===== src/rvPkg.sv =====
`default_nettype none

package rvPkg;

	// first fetch address
	localparam logic [31:0] resetPc = 32'h8000_0000;

	// major opcodes
	localparam logic [6:0] opcLui = 7'b0110111;
	localparam logic [6:0] opcAuipc = 7'b0010111;
	localparam logic [6:0] opcJal = 7'b1101111;
	localparam logic [6:0] opcJalr = 7'b1100111;
	localparam logic [6:0] opcBranch = 7'b1100011;
	localparam logic [6:0] opcLoad = 7'b0000011;
	localparam logic [6:0] opcStore = 7'b0100011;
	localparam logic [6:0] opcOpImm = 7'b0010011;
	localparam logic [6:0] opcOp = 7'b0110011;
	localparam logic [6:0] opcSystem = 7'b1110011;

	typedef enum logic [3:0] {
		aluAdd, aluSub, aluSll, aluSlt, aluSltu, aluXor,
		aluSrl, aluSra, aluOr, aluAnd, aluPassB
	} aluOpT;

	// brNone with pcSelBranch means an unconditional jump
	typedef enum logic [2:0] {brNone, brEq, brNe, brLt, brGe, brLtu, brGeu} branchKindT;

	typedef enum logic [1:0] {sizeByte, sizeHalf, sizeWord} accessSizeT;

	typedef enum logic [1:0] {wbAlu, wbLoad, wbPcPlus4, wbPcPlusImm} wbSelT;

	typedef enum logic [1:0] {pcSelPlus4, pcSelBranch, pcSelJumpReg} pcSelT;

	// decoded control, 20 bits
	typedef struct packed {
		aluOpT aluOp;
		logic srcBImm;
		logic srcAPc;
		branchKindT branchKind;
		pcSelT pcSel;
		wbSelT wbSel;
		logic regWrite;
		logic memRead;
		logic memWrite;
		accessSizeT accessSize;
		logic loadUnsigned;
		logic isEbreak;
	} ctrlT;

endpackage

`default_nettype wire


===== src/busPkg.sv =====
`default_nettype none

package busPkg;

	// one select bit per byte lane
	localparam int selWidth = 4;

	// wishbone classic master side
	typedef struct packed {
		logic cyc;
		logic stb;
		logic we;
		logic [selWidth-1:0] sel;
		logic [31:0] adr;
		logic [31:0] datW;
	} wbReqT;

	// slave side, ack is the only back-pressure
	typedef struct packed {
		logic ack;
		logic [31:0] datR;
	} wbRspT;

endpackage

`default_nettype wire


===== src/instrDecoder.sv =====
`timescale 1ns/1ns
`default_nettype none

module instrDecoder (
	input wire [31:0] instr,
	output rvPkg::ctrlT ctrl,
	output logic [31:0] imm,
	output logic invalid
);
	logic [6:0] opcode;
	logic [2:0] funct3;
	logic [6:0] funct7;
	logic [31:0] immI;
	logic [31:0] immS;
	logic [31:0] immB;
	logic [31:0] immU;
	logic [31:0] immJ;

	assign opcode = instr[6:0];
	assign funct3 = instr[14:12];
	assign funct7 = instr[31:25];

	// immediate formats, all sign extended from bit 31
	assign immI = {{20{instr[31]}}, instr[31:20]};
	assign immS = {{20{instr[31]}}, instr[31:25], instr[11:7]};
	assign immB = {{19{instr[31]}}, instr[31], instr[7], instr[30:25], instr[11:8], 1'b0};
	assign immU = {instr[31:12], 12'b0};
	assign immJ = {{11{instr[31]}}, instr[31], instr[19:12], instr[20], instr[30:21], 1'b0};

	always_comb begin
		// defaults: add, no branch, pc+4, alu write-back, nothing enabled
		ctrl = '0;
		imm = immI;
		invalid = 1'b0;
		case (opcode)
			rvPkg::opcLui: begin
				imm = immU;
				ctrl.aluOp = rvPkg::aluPassB;
				ctrl.srcBImm = 1'b1;
				ctrl.regWrite = 1'b1;
			end
			rvPkg::opcAuipc: begin
				// alu sees pc+imm too, write-back takes the control adder
				imm = immU;
				ctrl.srcAPc = 1'b1;
				ctrl.srcBImm = 1'b1;
				ctrl.wbSel = rvPkg::wbPcPlusImm;
				ctrl.regWrite = 1'b1;
			end
			rvPkg::opcJal: begin
				imm = immJ;
				ctrl.pcSel = rvPkg::pcSelBranch;
				ctrl.wbSel = rvPkg::wbPcPlus4;
				ctrl.regWrite = 1'b1;
			end
			rvPkg::opcJalr: begin
				ctrl.srcBImm = 1'b1;
				ctrl.pcSel = rvPkg::pcSelJumpReg;
				ctrl.wbSel = rvPkg::wbPcPlus4;
				ctrl.regWrite = 1'b1;
				invalid = (funct3 != 3'd0);
			end
			rvPkg::opcBranch: begin
				imm = immB;
				ctrl.pcSel = rvPkg::pcSelBranch;
				// eq/ne test zero after sub, the rest test bit 0 of slt/sltu
				case (funct3)
					3'd0: {ctrl.branchKind, ctrl.aluOp} = {rvPkg::brEq, rvPkg::aluSub};
					3'd1: {ctrl.branchKind, ctrl.aluOp} = {rvPkg::brNe, rvPkg::aluSub};
					3'd4: {ctrl.branchKind, ctrl.aluOp} = {rvPkg::brLt, rvPkg::aluSlt};
					3'd5: {ctrl.branchKind, ctrl.aluOp} = {rvPkg::brGe, rvPkg::aluSlt};
					3'd6: {ctrl.branchKind, ctrl.aluOp} = {rvPkg::brLtu, rvPkg::aluSltu};
					3'd7: {ctrl.branchKind, ctrl.aluOp} = {rvPkg::brGeu, rvPkg::aluSltu};
					default: invalid = 1'b1;
				endcase
			end
			rvPkg::opcLoad: begin
				ctrl.srcBImm = 1'b1;
				ctrl.memRead = 1'b1;
				ctrl.regWrite = 1'b1;
				ctrl.wbSel = rvPkg::wbLoad;
				ctrl.loadUnsigned = funct3[2];
				case (funct3)
					3'd0, 3'd4: ctrl.accessSize = rvPkg::sizeByte;
					3'd1, 3'd5: ctrl.accessSize = rvPkg::sizeHalf;
					3'd2: ctrl.accessSize = rvPkg::sizeWord;
					default: invalid = 1'b1;
				endcase
			end
			rvPkg::opcStore: begin
				imm = immS;
				ctrl.srcBImm = 1'b1;
				ctrl.memWrite = 1'b1;
				case (funct3)
					3'd0: ctrl.accessSize = rvPkg::sizeByte;
					3'd1: ctrl.accessSize = rvPkg::sizeHalf;
					3'd2: ctrl.accessSize = rvPkg::sizeWord;
					default: invalid = 1'b1;
				endcase
			end
			rvPkg::opcOpImm: begin
				ctrl.srcBImm = 1'b1;
				ctrl.regWrite = 1'b1;
				case (funct3)
					3'd0: ctrl.aluOp = rvPkg::aluAdd;
					3'd2: ctrl.aluOp = rvPkg::aluSlt;
					3'd3: ctrl.aluOp = rvPkg::aluSltu;
					3'd4: ctrl.aluOp = rvPkg::aluXor;
					3'd6: ctrl.aluOp = rvPkg::aluOr;
					3'd7: ctrl.aluOp = rvPkg::aluAnd;
					3'd1: begin
						// shamt is five bits, upper field must be clear
						ctrl.aluOp = rvPkg::aluSll;
						invalid = (funct7 != 7'h00);
					end
					default: begin
						ctrl.aluOp = funct7[5] ? rvPkg::aluSra : rvPkg::aluSrl;
						invalid = (funct7 != 7'h00) && (funct7 != 7'h20);
					end
				endcase
			end
			rvPkg::opcOp: begin
				ctrl.regWrite = 1'b1;
				case ({funct7, funct3})
					{7'h00, 3'd0}: ctrl.aluOp = rvPkg::aluAdd;
					{7'h20, 3'd0}: ctrl.aluOp = rvPkg::aluSub;
					{7'h00, 3'd1}: ctrl.aluOp = rvPkg::aluSll;
					{7'h00, 3'd2}: ctrl.aluOp = rvPkg::aluSlt;
					{7'h00, 3'd3}: ctrl.aluOp = rvPkg::aluSltu;
					{7'h00, 3'd4}: ctrl.aluOp = rvPkg::aluXor;
					{7'h00, 3'd5}: ctrl.aluOp = rvPkg::aluSrl;
					{7'h20, 3'd5}: ctrl.aluOp = rvPkg::aluSra;
					{7'h00, 3'd6}: ctrl.aluOp = rvPkg::aluOr;
					{7'h00, 3'd7}: ctrl.aluOp = rvPkg::aluAnd;
					default: invalid = 1'b1;
				endcase
			end
			rvPkg::opcSystem: begin
				// only ebreak, exact word
				ctrl.isEbreak = (instr == 32'h0010_0073);
				invalid = (instr != 32'h0010_0073);
			end
			default: invalid = 1'b1;
		endcase
	end

endmodule

`default_nettype wire


===== src/regFile.sv =====
`timescale 1ns/1ns
`default_nettype none

module regFile (
	input wire clk,
	input wire reset,
	input wire [4:0] rs1,
	input wire [4:0] rs2,
	input wire [4:0] rd,
	input wire writeEnable,
	input wire [31:0] writeData,
	output logic [31:0] rs1Data,
	output logic [31:0] rs2Data
);
	// x1..x31, x0 has no storage
	logic [31:0] regs [1:31];

	always_ff @(posedge clk) begin
		if (reset) begin
			for (int i = 1; i < 32; i++) begin
				regs[i] <= '0;
			end
		end else if (writeEnable && rd != 5'd0) begin
			regs[rd] <= writeData;
		end
	end

	// combinational reads, x0 reads zero
	assign rs1Data = (rs1 == 5'd0) ? 32'd0 : regs[rs1];
	assign rs2Data = (rs2 == 5'd0) ? 32'd0 : regs[rs2];

endmodule

`default_nettype wire


===== src/alu.sv =====
`timescale 1ns/1ns
`default_nettype none

module alu (
	input wire rvPkg::aluOpT op,
	input wire [31:0] a,
	input wire [31:0] b,
	output logic [31:0] result,
	output logic zero
);
	logic [4:0] shamt;

	// shifts use the low five bits of b only
	assign shamt = b[4:0];

	always_comb begin
		case (op)
			rvPkg::aluSub: result = a - b;
			rvPkg::aluSll: result = a << shamt;
			rvPkg::aluSlt: result = {31'd0, $signed(a) < $signed(b)};
			rvPkg::aluSltu: result = {31'd0, a < b};
			rvPkg::aluXor: result = a ^ b;
			rvPkg::aluSrl: result = a >> shamt;
			rvPkg::aluSra: result = $unsigned($signed(a) >>> shamt);
			rvPkg::aluOr: result = a | b;
			rvPkg::aluAnd: result = a & b;
			// lui passes the upper immediate through
			rvPkg::aluPassB: result = b;
			default: result = a + b;
		endcase
	end

	// eq/ne branches look at this after sub
	assign zero = (result == 32'd0);

endmodule

`default_nettype wire


===== src/loadStoreAlign.sv =====
`timescale 1ns/1ns
`default_nettype none

module loadStoreAlign (
	input wire [1:0] addrLow,
	input wire rvPkg::accessSizeT size,
	input wire loadUnsigned,
	input wire [31:0] storeData,
	output logic [busPkg::selWidth-1:0] sel,
	output logic [31:0] storeDataLanes,
	input wire [31:0] readLanes,
	output logic [31:0] loadData
);
	logic [7:0] laneByte;
	logic [15:0] laneHalf;

	// store side: replicate, the select picks the lanes
	always_comb begin
		case (size)
			rvPkg::sizeByte: begin
				storeDataLanes = {4{storeData[7:0]}};
				sel = 4'b0001 << addrLow;
			end
			rvPkg::sizeHalf: begin
				storeDataLanes = {2{storeData[15:0]}};
				sel = addrLow[1] ? 4'b1100 : 4'b0011;
			end
			default: begin
				storeDataLanes = storeData;
				sel = 4'b1111;
			end
		endcase
	end

	// load side: pick addressed lane
	assign laneByte = readLanes[8*addrLow +: 8];
	assign laneHalf = addrLow[1] ? readLanes[31:16] : readLanes[15:0];

	// then sign or zero extend
	always_comb begin
		case (size)
			rvPkg::sizeByte: loadData = {{24{laneByte[7] & ~loadUnsigned}}, laneByte};
			rvPkg::sizeHalf: loadData = {{16{laneHalf[15] & ~loadUnsigned}}, laneHalf};
			default: loadData = readLanes;
		endcase
	end

endmodule

`default_nettype wire


===== src/coreControl.sv =====
`timescale 1ns/1ns
`default_nettype none

module coreControl (
	input wire clk,
	input wire reset,
	input wire rvPkg::ctrlT ctrl,
	input wire invalidInstr,
	input wire [31:0] imm,
	input wire [31:0] rs1Data,
	input wire [31:0] aluResult,
	input wire aluZero,
	input wire [busPkg::selWidth-1:0] sel,
	input wire [31:0] storeDataLanes,
	input wire [31:0] loadData,
	input wire busPkg::wbRspT wbRsp,
	output busPkg::wbReqT wbReq,
	output logic [31:0] instr,
	output logic [31:0] pc,
	output logic regWriteEnable,
	output logic [31:0] regWriteData,
	output logic halted,
	output logic invalid
);
	typedef enum logic [1:0] {stFetch, stExecute, stMemory, stStopped} stateT;

	stateT state;
	logic busDone;
	logic isMem;
	logic stopNow;
	logic taken;
	logic [31:0] pcPlus4;
	logic [31:0] pcPlusImm;
	logic [31:0] jumpTarget;
	logic [31:0] nextPc;

	// ack sampled while a cycle is open
	assign busDone = wbReq.cyc & wbRsp.ack;
	assign isMem = ctrl.memRead | ctrl.memWrite;
	assign stopNow = invalidInstr | ctrl.isEbreak;
	assign pcPlus4 = pc + 32'd4;
	assign pcPlusImm = pc + imm;
	// jalr target, bit 0 cleared
	assign jumpTarget = (rs1Data + imm) & ~32'd1;

	// branch decision from alu flags
	always_comb begin
		case (ctrl.branchKind)
			rvPkg::brEq: taken = aluZero;
			rvPkg::brNe: taken = ~aluZero;
			rvPkg::brLt, rvPkg::brLtu: taken = aluResult[0];
			rvPkg::brGe, rvPkg::brGeu: taken = ~aluResult[0];
			// jal
			default: taken = 1'b1;
		endcase
	end

	always_comb begin
		case (ctrl.pcSel)
			rvPkg::pcSelBranch: nextPc = taken ? pcPlusImm : pcPlus4;
			rvPkg::pcSelJumpReg: nextPc = jumpTarget;
			default: nextPc = pcPlus4;
		endcase
	end

	// write-back source
	always_comb begin
		case (ctrl.wbSel)
			rvPkg::wbLoad: regWriteData = loadData;
			rvPkg::wbPcPlus4: regWriteData = pcPlus4;
			rvPkg::wbPcPlusImm: regWriteData = pcPlusImm;
			default: regWriteData = aluResult;
		endcase
	end

	// non-memory ops write at end of execute, loads on their ack edge
	assign regWriteEnable = ctrl.regWrite &&
		((state == stExecute && !isMem && !stopNow) ||
		(state == stMemory && busDone && ctrl.memRead));

	always_ff @(posedge clk) begin
		if (reset) begin
			state <= stFetch;
			pc <= rvPkg::resetPc;
			wbReq <= '0;
			halted <= 1'b0;
			invalid <= 1'b0;
		end else begin
			case (state)
				stFetch: begin
					// raise one cycle after entry, hold until ack
					if (!wbReq.cyc) begin
						wbReq <= '{cyc: 1'b1, stb: 1'b1, we: 1'b0, sel: '1, adr: pc, datW: '0};
					end else if (busDone) begin
						wbReq.cyc <= 1'b0;
						wbReq.stb <= 1'b0;
						state <= stExecute;
					end
				end
				stExecute: begin
					if (stopNow) begin
						// pc stays on the stopping instruction
						halted <= 1'b1;
						invalid <= invalidInstr;
						state <= stStopped;
					end else if (isMem) begin
						state <= stMemory;
					end else begin
						pc <= nextPc;
						state <= stFetch;
					end
				end
				stMemory: begin
					// address and lanes stay stable, instr is held
					if (!wbReq.cyc) begin
						wbReq <= '{cyc: 1'b1, stb: 1'b1, we: ctrl.memWrite, sel: sel,
							adr: aluResult, datW: storeDataLanes};
					end else if (busDone) begin
						wbReq.cyc <= 1'b0;
						wbReq.stb <= 1'b0;
						pc <= pcPlus4;
						state <= stFetch;
					end
				end
				// stopped until reset, no more bus cycles
				default: state <= stStopped;
			endcase
		end
	end

	// instruction register, latched on the fetch ack edge
	always_ff @(posedge clk) begin
		if (state == stFetch && busDone) begin
			instr <= wbRsp.datR;
		end
	end

endmodule

`default_nettype wire


===== src/rvCoreTop.sv =====
`timescale 1ns/1ns
`default_nettype none

module rvCoreTop (
	input wire clk,
	input wire reset,
	output busPkg::wbReqT wbReq,
	input wire busPkg::wbRspT wbRsp,
	output logic [31:0] pc,
	output logic halted,
	output logic invalid
);
	rvPkg::ctrlT ctrl;
	logic [31:0] instr;
	logic [31:0] imm;
	logic decInvalid;
	logic [31:0] rs1Data;
	logic [31:0] rs2Data;
	logic regWriteEnable;
	logic [31:0] regWriteData;
	logic [31:0] srcA;
	logic [31:0] srcB;
	logic [31:0] aluResult;
	logic aluZero;
	logic [busPkg::selWidth-1:0] sel;
	logic [31:0] storeDataLanes;
	logic [31:0] loadData;

	// operand selects
	assign srcA = ctrl.srcAPc ? pc : rs1Data;
	assign srcB = ctrl.srcBImm ? imm : rs2Data;

	coreControl coreControl_i (
		.clk(clk),
		.reset(reset),
		.ctrl(ctrl),
		.invalidInstr(decInvalid),
		.imm(imm),
		.rs1Data(rs1Data),
		.aluResult(aluResult),
		.aluZero(aluZero),
		.sel(sel),
		.storeDataLanes(storeDataLanes),
		.loadData(loadData),
		.wbRsp(wbRsp),
		.wbReq(wbReq),
		.instr(instr),
		.pc(pc),
		.regWriteEnable(regWriteEnable),
		.regWriteData(regWriteData),
		.halted(halted),
		.invalid(invalid)
	);

	instrDecoder instrDecoder_i (
		.instr(instr),
		.ctrl(ctrl),
		.imm(imm),
		.invalid(decInvalid)
	);

	// register fields straight from the instruction register
	regFile regFile_i (
		.clk(clk),
		.reset(reset),
		.rs1(instr[19:15]),
		.rs2(instr[24:20]),
		.rd(instr[11:7]),
		.writeEnable(regWriteEnable),
		.writeData(regWriteData),
		.rs1Data(rs1Data),
		.rs2Data(rs2Data)
	);

	alu alu_i (
		.op(ctrl.aluOp),
		.a(srcA),
		.b(srcB),
		.result(aluResult),
		.zero(aluZero)
	);

	// low address bits pick byte lanes, read data comes straight off the bus
	loadStoreAlign loadStoreAlign_i (
		.addrLow(aluResult[1:0]),
		.size(ctrl.accessSize),
		.loadUnsigned(ctrl.loadUnsigned),
		.storeData(rs2Data),
		.sel(sel),
		.storeDataLanes(storeDataLanes),
		.readLanes(wbRsp.datR),
		.loadData(loadData)
	);

endmodule

`default_nettype wire


===== config.mk =====
export PLATFORM = sky130hd
export DESIGN_NAME = rvCoreTop
export DESIGN_NICKNAME = d
export VERILOG_FILES = /design/src/rvPkg.sv /design/src/busPkg.sv /design/src/instrDecoder.sv /design/src/regFile.sv /design/src/alu.sv /design/src/loadStoreAlign.sv /design/src/coreControl.sv /design/src/rvCoreTop.sv
export SDC_FILE = /design/constraint.sdc
export NUM_CORES = 2
export LEC_CHECK = 0
export CORE_MARGIN = 2
export CORE_UTILIZATION = 65
export CTS_CLUSTER_DIAMETER = 60
export DETAILED_ROUTE_END_ITERATION = 7
export DONT_BUFFER_PORTS = 1
export PLACE_DENSITY = 0.91
export SKIP_CTS_REPAIR_TIMING = 1
export SYNTH_ARGS = -nofsm -noshare
export SYNTH_HDL_FRONTEND = slang
export SYNTH_SLANG_ARGS = --single-unit
export TNS_END_PERCENT = 20

===== constraint.sdc =====
create_clock -name clk -period 15.9 [get_ports clk]
set_input_delay 2.385 -clock clk [delete_from_list [all_inputs] [get_ports clk]]
set_output_delay 2.385 -clock clk [all_outputs]
set_load 0.01 [all_outputs]

==> impl_metrics.py, run 1 <==
metrics = {
    "synth": {
        "yosysWarnings": 0,
        "ys.flop_type": "edfxtp_1",
        "ys_seq_area_share_pct": 45.7,
        "ys_types": 97,
        "async_flop_share_pct": 0,
        "synth_area_per_cell_um2": 10.8,
        "synth_edf_count": 1056,
        "synth_area_um2": 74500,
        "synth_cells": 6915,
        "synth-seq-cells": 1173,
    },
    "floorplanning": {
        "io_pins": 140,
        "row_count": 124,
        "die_w_um": 342,
        "initial_utilization_pct": 65.3,
        "fp.dieH_um": 342,
    },
    "placement": {
        "dp.cells": 8107,
        "hpwl_um": 239000,
        "gp_congestion": 1.09,
        "port-buffer-count": 0,
    },
    "global_routing": {
        "grt_max_degree": 121,
        "overflow": 38,
        "antenna_found_initial": 57,
        "grt_use_total_pct": 77.8,
    },
    "status": {
        "stop_stage": "global routing (5_1_grt)",
        "status": "aborted with a tool error",
        "error": "[ERROR GRT-0232] Routing congestion too high. Check the congestion heatmap in the GUI.",
    },
    "clock_network": {
        "ctsHtreeMaxLevel": 3,
        "cts_buffers": 119,
        "clock_path_buffers": 3,
        "cts_sinks": 1173,
        "root_buffer": "clkbuf_16",
    },
}
-- synthesized netlist by cell type (51+ instances only) --
master,instances,share of area [%]
nor2_1,1330,6.7
edfxtp_1,1056,43
mux2i_1,554,7.4
a21oi_1,399,2.7
clkbuf_1,364,1.8
mux4_2,359,11
nand2_1,343,1.7
a22oi_1,291,2.9
o21ai_0,206,1.4
buf_2,161,1.1
ha_1,161,2.7
inv_1,159,0.80
nor3_1,119,0.80
dfxtp_1,117,3.1
a211oi_1,98,0.99
nand3_1,86,0.58
xnor2_1,62,0.73
a21o_1,54,0.54
a31oi_1,51,0.43
-- metal layers --
metal,GRT overflow,GRT usage [%]
met5,0,41.1
met4,21,72.4
met3,1,66.9
met2,14,89.3
met1,2,80.5
-- logic make-up after synthesis --
kind of cell,count (synthesis),share of synthesized area [%]
XOR/XNOR,103,1.21
adder cells (fa/ha/maj),165,2.81
buffers and inverters,798,4.73
other,1,0.00504
AO/OA/AOI/OAI,1550,14.0
AND/OR/NAND/NOR,2160,12.3
multiplexers,965,19.2
flip-flops,1173,45.7
-- stage by stage --
stage,utilization [%],cell area [µm²],worst slack (ns),hold WS [ns]
after floorplan,-,74600,6.69,0.470
after global placement,66.9,76200,5.30,0.480
after detailed placement,66.9,76200,5.17,0.483
after CTS,70.6,80500,4.81,0.492
==> run 2, diff against run 1 <==
--- a/config.mk
+++ b/config.mk
@@ -6,11 +6,10 @@
 export NUM_CORES = 2
 export LEC_CHECK = 0
 export CORE_MARGIN = 2
-export CORE_UTILIZATION = 65
-export CTS_CLUSTER_DIAMETER = 60
+export CORE_UTILIZATION = 40
 export DETAILED_ROUTE_END_ITERATION = 7
 export DONT_BUFFER_PORTS = 1
-export PLACE_DENSITY = 0.91
+export PLACE_DENSITY_LB_ADDON = 0.15
 export SKIP_CTS_REPAIR_TIMING = 1
 export SYNTH_ARGS = -nofsm -noshare
 export SYNTH_HDL_FRONTEND = slang
==> run 2 against run 1 <==
Net effect: the run now ends clean; synthesized area did not move; synthesized cell count is the same.
==> impl_metrics.py, run 2 <==
metrics = {
    "clock_network": {
        "cts_buffers": 134,
        "ctsHtreeMaxLevel": 4,
        "clock_path_buffers": 3,
        "cts_tree": "done",
        "clkLatencyLatePin_ns": 0.81,
        "clk_pin_slew_ns": 0.06,
        "root_buffer": "clkbuf_16",
        "cts_sinks": 1173,
    },
    "routing": {
        "routed_wl_um": 338000,
        "antenna_left": 0,
        "wl_per_cell_um": 36.2,
        "via_count": 62300,
        "drc": 0,
        "dr.pass1.iters": 6,
        "first_iter_violations": 9122,
        "viasPerCell": 6.67,
    },
    "cells_and_area": {
        "nets": 6944,
        "fill_cells": 17400,
        "final_common_cell": "nor2_1",
        "instances_no_fill": 9338,
        "reg.largest.list": "regFile_i.regs x1024, coreControl_i.wbReq x71",
        "top_register": "regFile_i.regs",
        "drive_gt1_share_pct": 15.8,
        "largest_reg_flops": 1024,
        "fin_area_um2": 82100,
        "syn_to_final_growth_pct": 10.3,
        "final_cell_mix": "nor2_1 (1321), edfxtp_1 (1056), mux2i_1 (553)",
    },
    "setup_path": {
        "worstSetupEndpointType": "flip-flop",
        "slowest_delay_ns": 1.02,
        "r2r_slack_ns": 3.79,
        "crit_top_cell": "buf_4",
        "critPathSlowestCell": "a211oi_2",
        "reg2regPathDepth": 33,
        "rr_endpoint": "regFile_i.regs[21][25]$_SDFFCE_PN0P_",
        "arrival_ns": 12.75,
        "worstSetupPathType": "reg2reg",
        "start_kind": "flip-flop",
        "path_max_fanout": 57,
        "cp_data_required_time_ns": 16.54,
    },
    "sta": {
        "min_period_ns": 12.11,
        "rsz0062_at_grt": "no",
        "slew_headroom_pct": 3.87,
        "post-route-period-util_pct": 76.2,
        "hold_viol": 0,
        "fin_setup_tns_ns": 0,
        "finClkSkew_ns": 0.0375,
        "hold_slack_ns": 0.508,
        "setup_viol": 0,
        "clock.fmax_ghz": 0.0826,
        "tightest_slew_ns": 1.43,
        "drv_slew": 0,
    },
    "global_routing": {
        "overflow": 0,
        "gr-usage-met3_pct": 8.46,
        "grt_use_met1_pct": 44.9,
        "grt_max_degree": 108,
        "gr-max-usage-layer": "met2",
        "grt_use_total_pct": 34.7,
        "use_met2_pct": 51.9,
        "grt_first_pass_wirelength_um": 468000,
        "grt_pass1_vias": 58700,
        "antenna_found_initial": 18,
    },
    "power": {
        "p_int_w": 0.00654,
        "p_leak_nw": 31.2,
        "power_frac_seq_pct": 32.2,
        "vdd_drop_max_mv": 0.0993,
        "p_switching_w": 0.00479,
        "powerDensity_nw_per_um2": 138,
        "p_comb_share_pct": 40.5,
        "sw_frac_of_total_pct": 42.3,
        "clkPwrFrac_pct": 27.3,
    },
    "floorplanning": {
        "die_w_um": 435,
        "row_count": 158,
        "fp.dieH_um": 435,
        "die_area_um2": 190000,
        "io_pins": 140,
        "initial_utilization_pct": 40.2,
        "core_area_um2": 185000,
    },
    "synth": {
        "synth_most_common_cell": "nor2_1",
        "ys.flop_type": "edfxtp_1",
        "synth_edf_count": 1056,
        "yosysWarnings": 0,
        "synth_area_per_cell_um2": 10.8,
        "synth_area_um2": 74500,
        "yosys.area.top_type_share_pct": 42.6,
        "synth_cells": 6915,
        "yosys-top-cells-count": "nor2_1 (1330), edfxtp_1 (1056), mux2i_1 (554)",
        "ys_seq_area_share_pct": 45.7,
        "async_flop_share_pct": 0,
        "yosys.area.top_type": "edfxtp_1",
        "ys_types": 97,
        "synthTopCellsByArea": "edfxtp_1 (43%), mux4_2 (11%), mux2i_1 (7.4%)",
        "synth-seq-cells": 1173,
    },
    "placement": {
        "dp.cells": 9087,
        "gp_congestion": 1.06,
        "place_area_um2": 77800,
        "hpwl_um": 230000,
        "port-buffer-count": 0,
    },
    "min_path": {
        "hold_end": "coreControl_i.wbReq[16]$_SDFFE_PP0P_",
        "min_path_type": "reg2reg",
        "hold_start": "coreControl_i.wbReq[16]$_SDFFE_PP0P_",
        "hold_depth": 2,
    },
    "status": {
        "status": "completed",
    },
    "flow_run": {
        "maxCapViolCount": 0,
    },
}
## run 2: routing by layer
| layer | part of all wire [%] | vias up |
|---|---|---|
| met2 | 43 | 3968 |
| li1 | - | 25700 |
| met4 | 7.6 | 10 |
| met5 | 0.024 | - |
| met3 | 11 | 899 |
| met1 | 38 | 31700 |
## run 2: cells by family after synthesis
| group | Yosys count | synth area share, % |
|---|---|---|
| XOR/XNOR | 103 | 1.21 |
| AO/OA/AOI/OAI | 1550 | 14.0 |
| AND/OR/NAND/NOR | 2160 | 12.3 |
| adder cells (fa/ha/maj) | 165 | 2.81 |
| other | 1 | 0.00504 |
| flip-flops | 1173 | 45.7 |
| multiplexers | 965 | 19.2 |
| buffers and inverters | 798 | 4.73 |
## run 2: final cells by class
type / instances / area, µm² / area share, %
flip-flops and latches: 1173 / 34100 / 41.5
repair buffers: 297 / 2310 / 2.81
clock buffers: 180 / 3700 / 4.51
well taps: 2480 / 3100 / 3.78
diodes: 8 / 20.0 / 0.0244
inverters: 163 / 612 / 0.745
multi-input cells: 4975 / 37700 / 45.9
clock inverters: 62 / 561 / 0.683
## run 2: stage by stage
step | utilization, % | power, W | worst slack (ns)
floorplan | - | 0.00628 | 6.69
global placement | 42.0 | 0.00810 | 4.35
detailed placement | 42.0 | 0.00811 | 4.30
CTS | 44.3 | 0.0112 | 4.23
global route | 44.3 | 0.0116 | 3.30
finish | 44.3 | 0.0113 | 3.79
## run 2: worst max-delay path by stage
stage                                                      end  slack (ns)  cells after the start
final                     regFile_i.regs[21][25]$_SDFFCE_PN0P_        3.79                     33
after global routing      regFile_i.regs[18][31]$_SDFFCE_PN0P_        3.30                     32
after CTS                 regFile_i.regs[13][25]$_SDFFCE_PN0P_        4.23                     33
after detailed placement  regFile_i.regs[22][25]$_SDFFCE_PN0P_        4.30                     33
after global placement    regFile_i.regs[12][25]$_SDFFCE_PN0P_        4.35                     33
after floorplan              coreControl_i.pc[29]$_SDFFE_PP0P_        6.69                     37
## run 2: worst max-delay path: cells and delay by family (launching register included)
family | cells | cell delay, ns
compound gates | 13 | 4.62
mux | 3 | 1.14
fa+ha+maj | 2 | 0.86
flops | 1 | 0.71
buf+inv | 8 | 2.95
simple gates | 7 | 1.46
## run 2: power groups by stage
| stage | registers [W] | clock network, W | logic (W) |
|---|---|---|---|
| finish | 0.00365 | 0.00309 | 0.00458 |
| global route | 0.00367 | 0.00323 | 0.00473 |
| CTS | 0.00365 | 0.00312 | 0.00441 |
| detailed placement | 0.00371 | 0 | 0.00440 |
| global placement | 0.00370 | 0 | 0.00440 |
| floorplan | 0.00364 | 0 | 0.00263 |
Note: power is estimated with default switching activity, not from simulation.
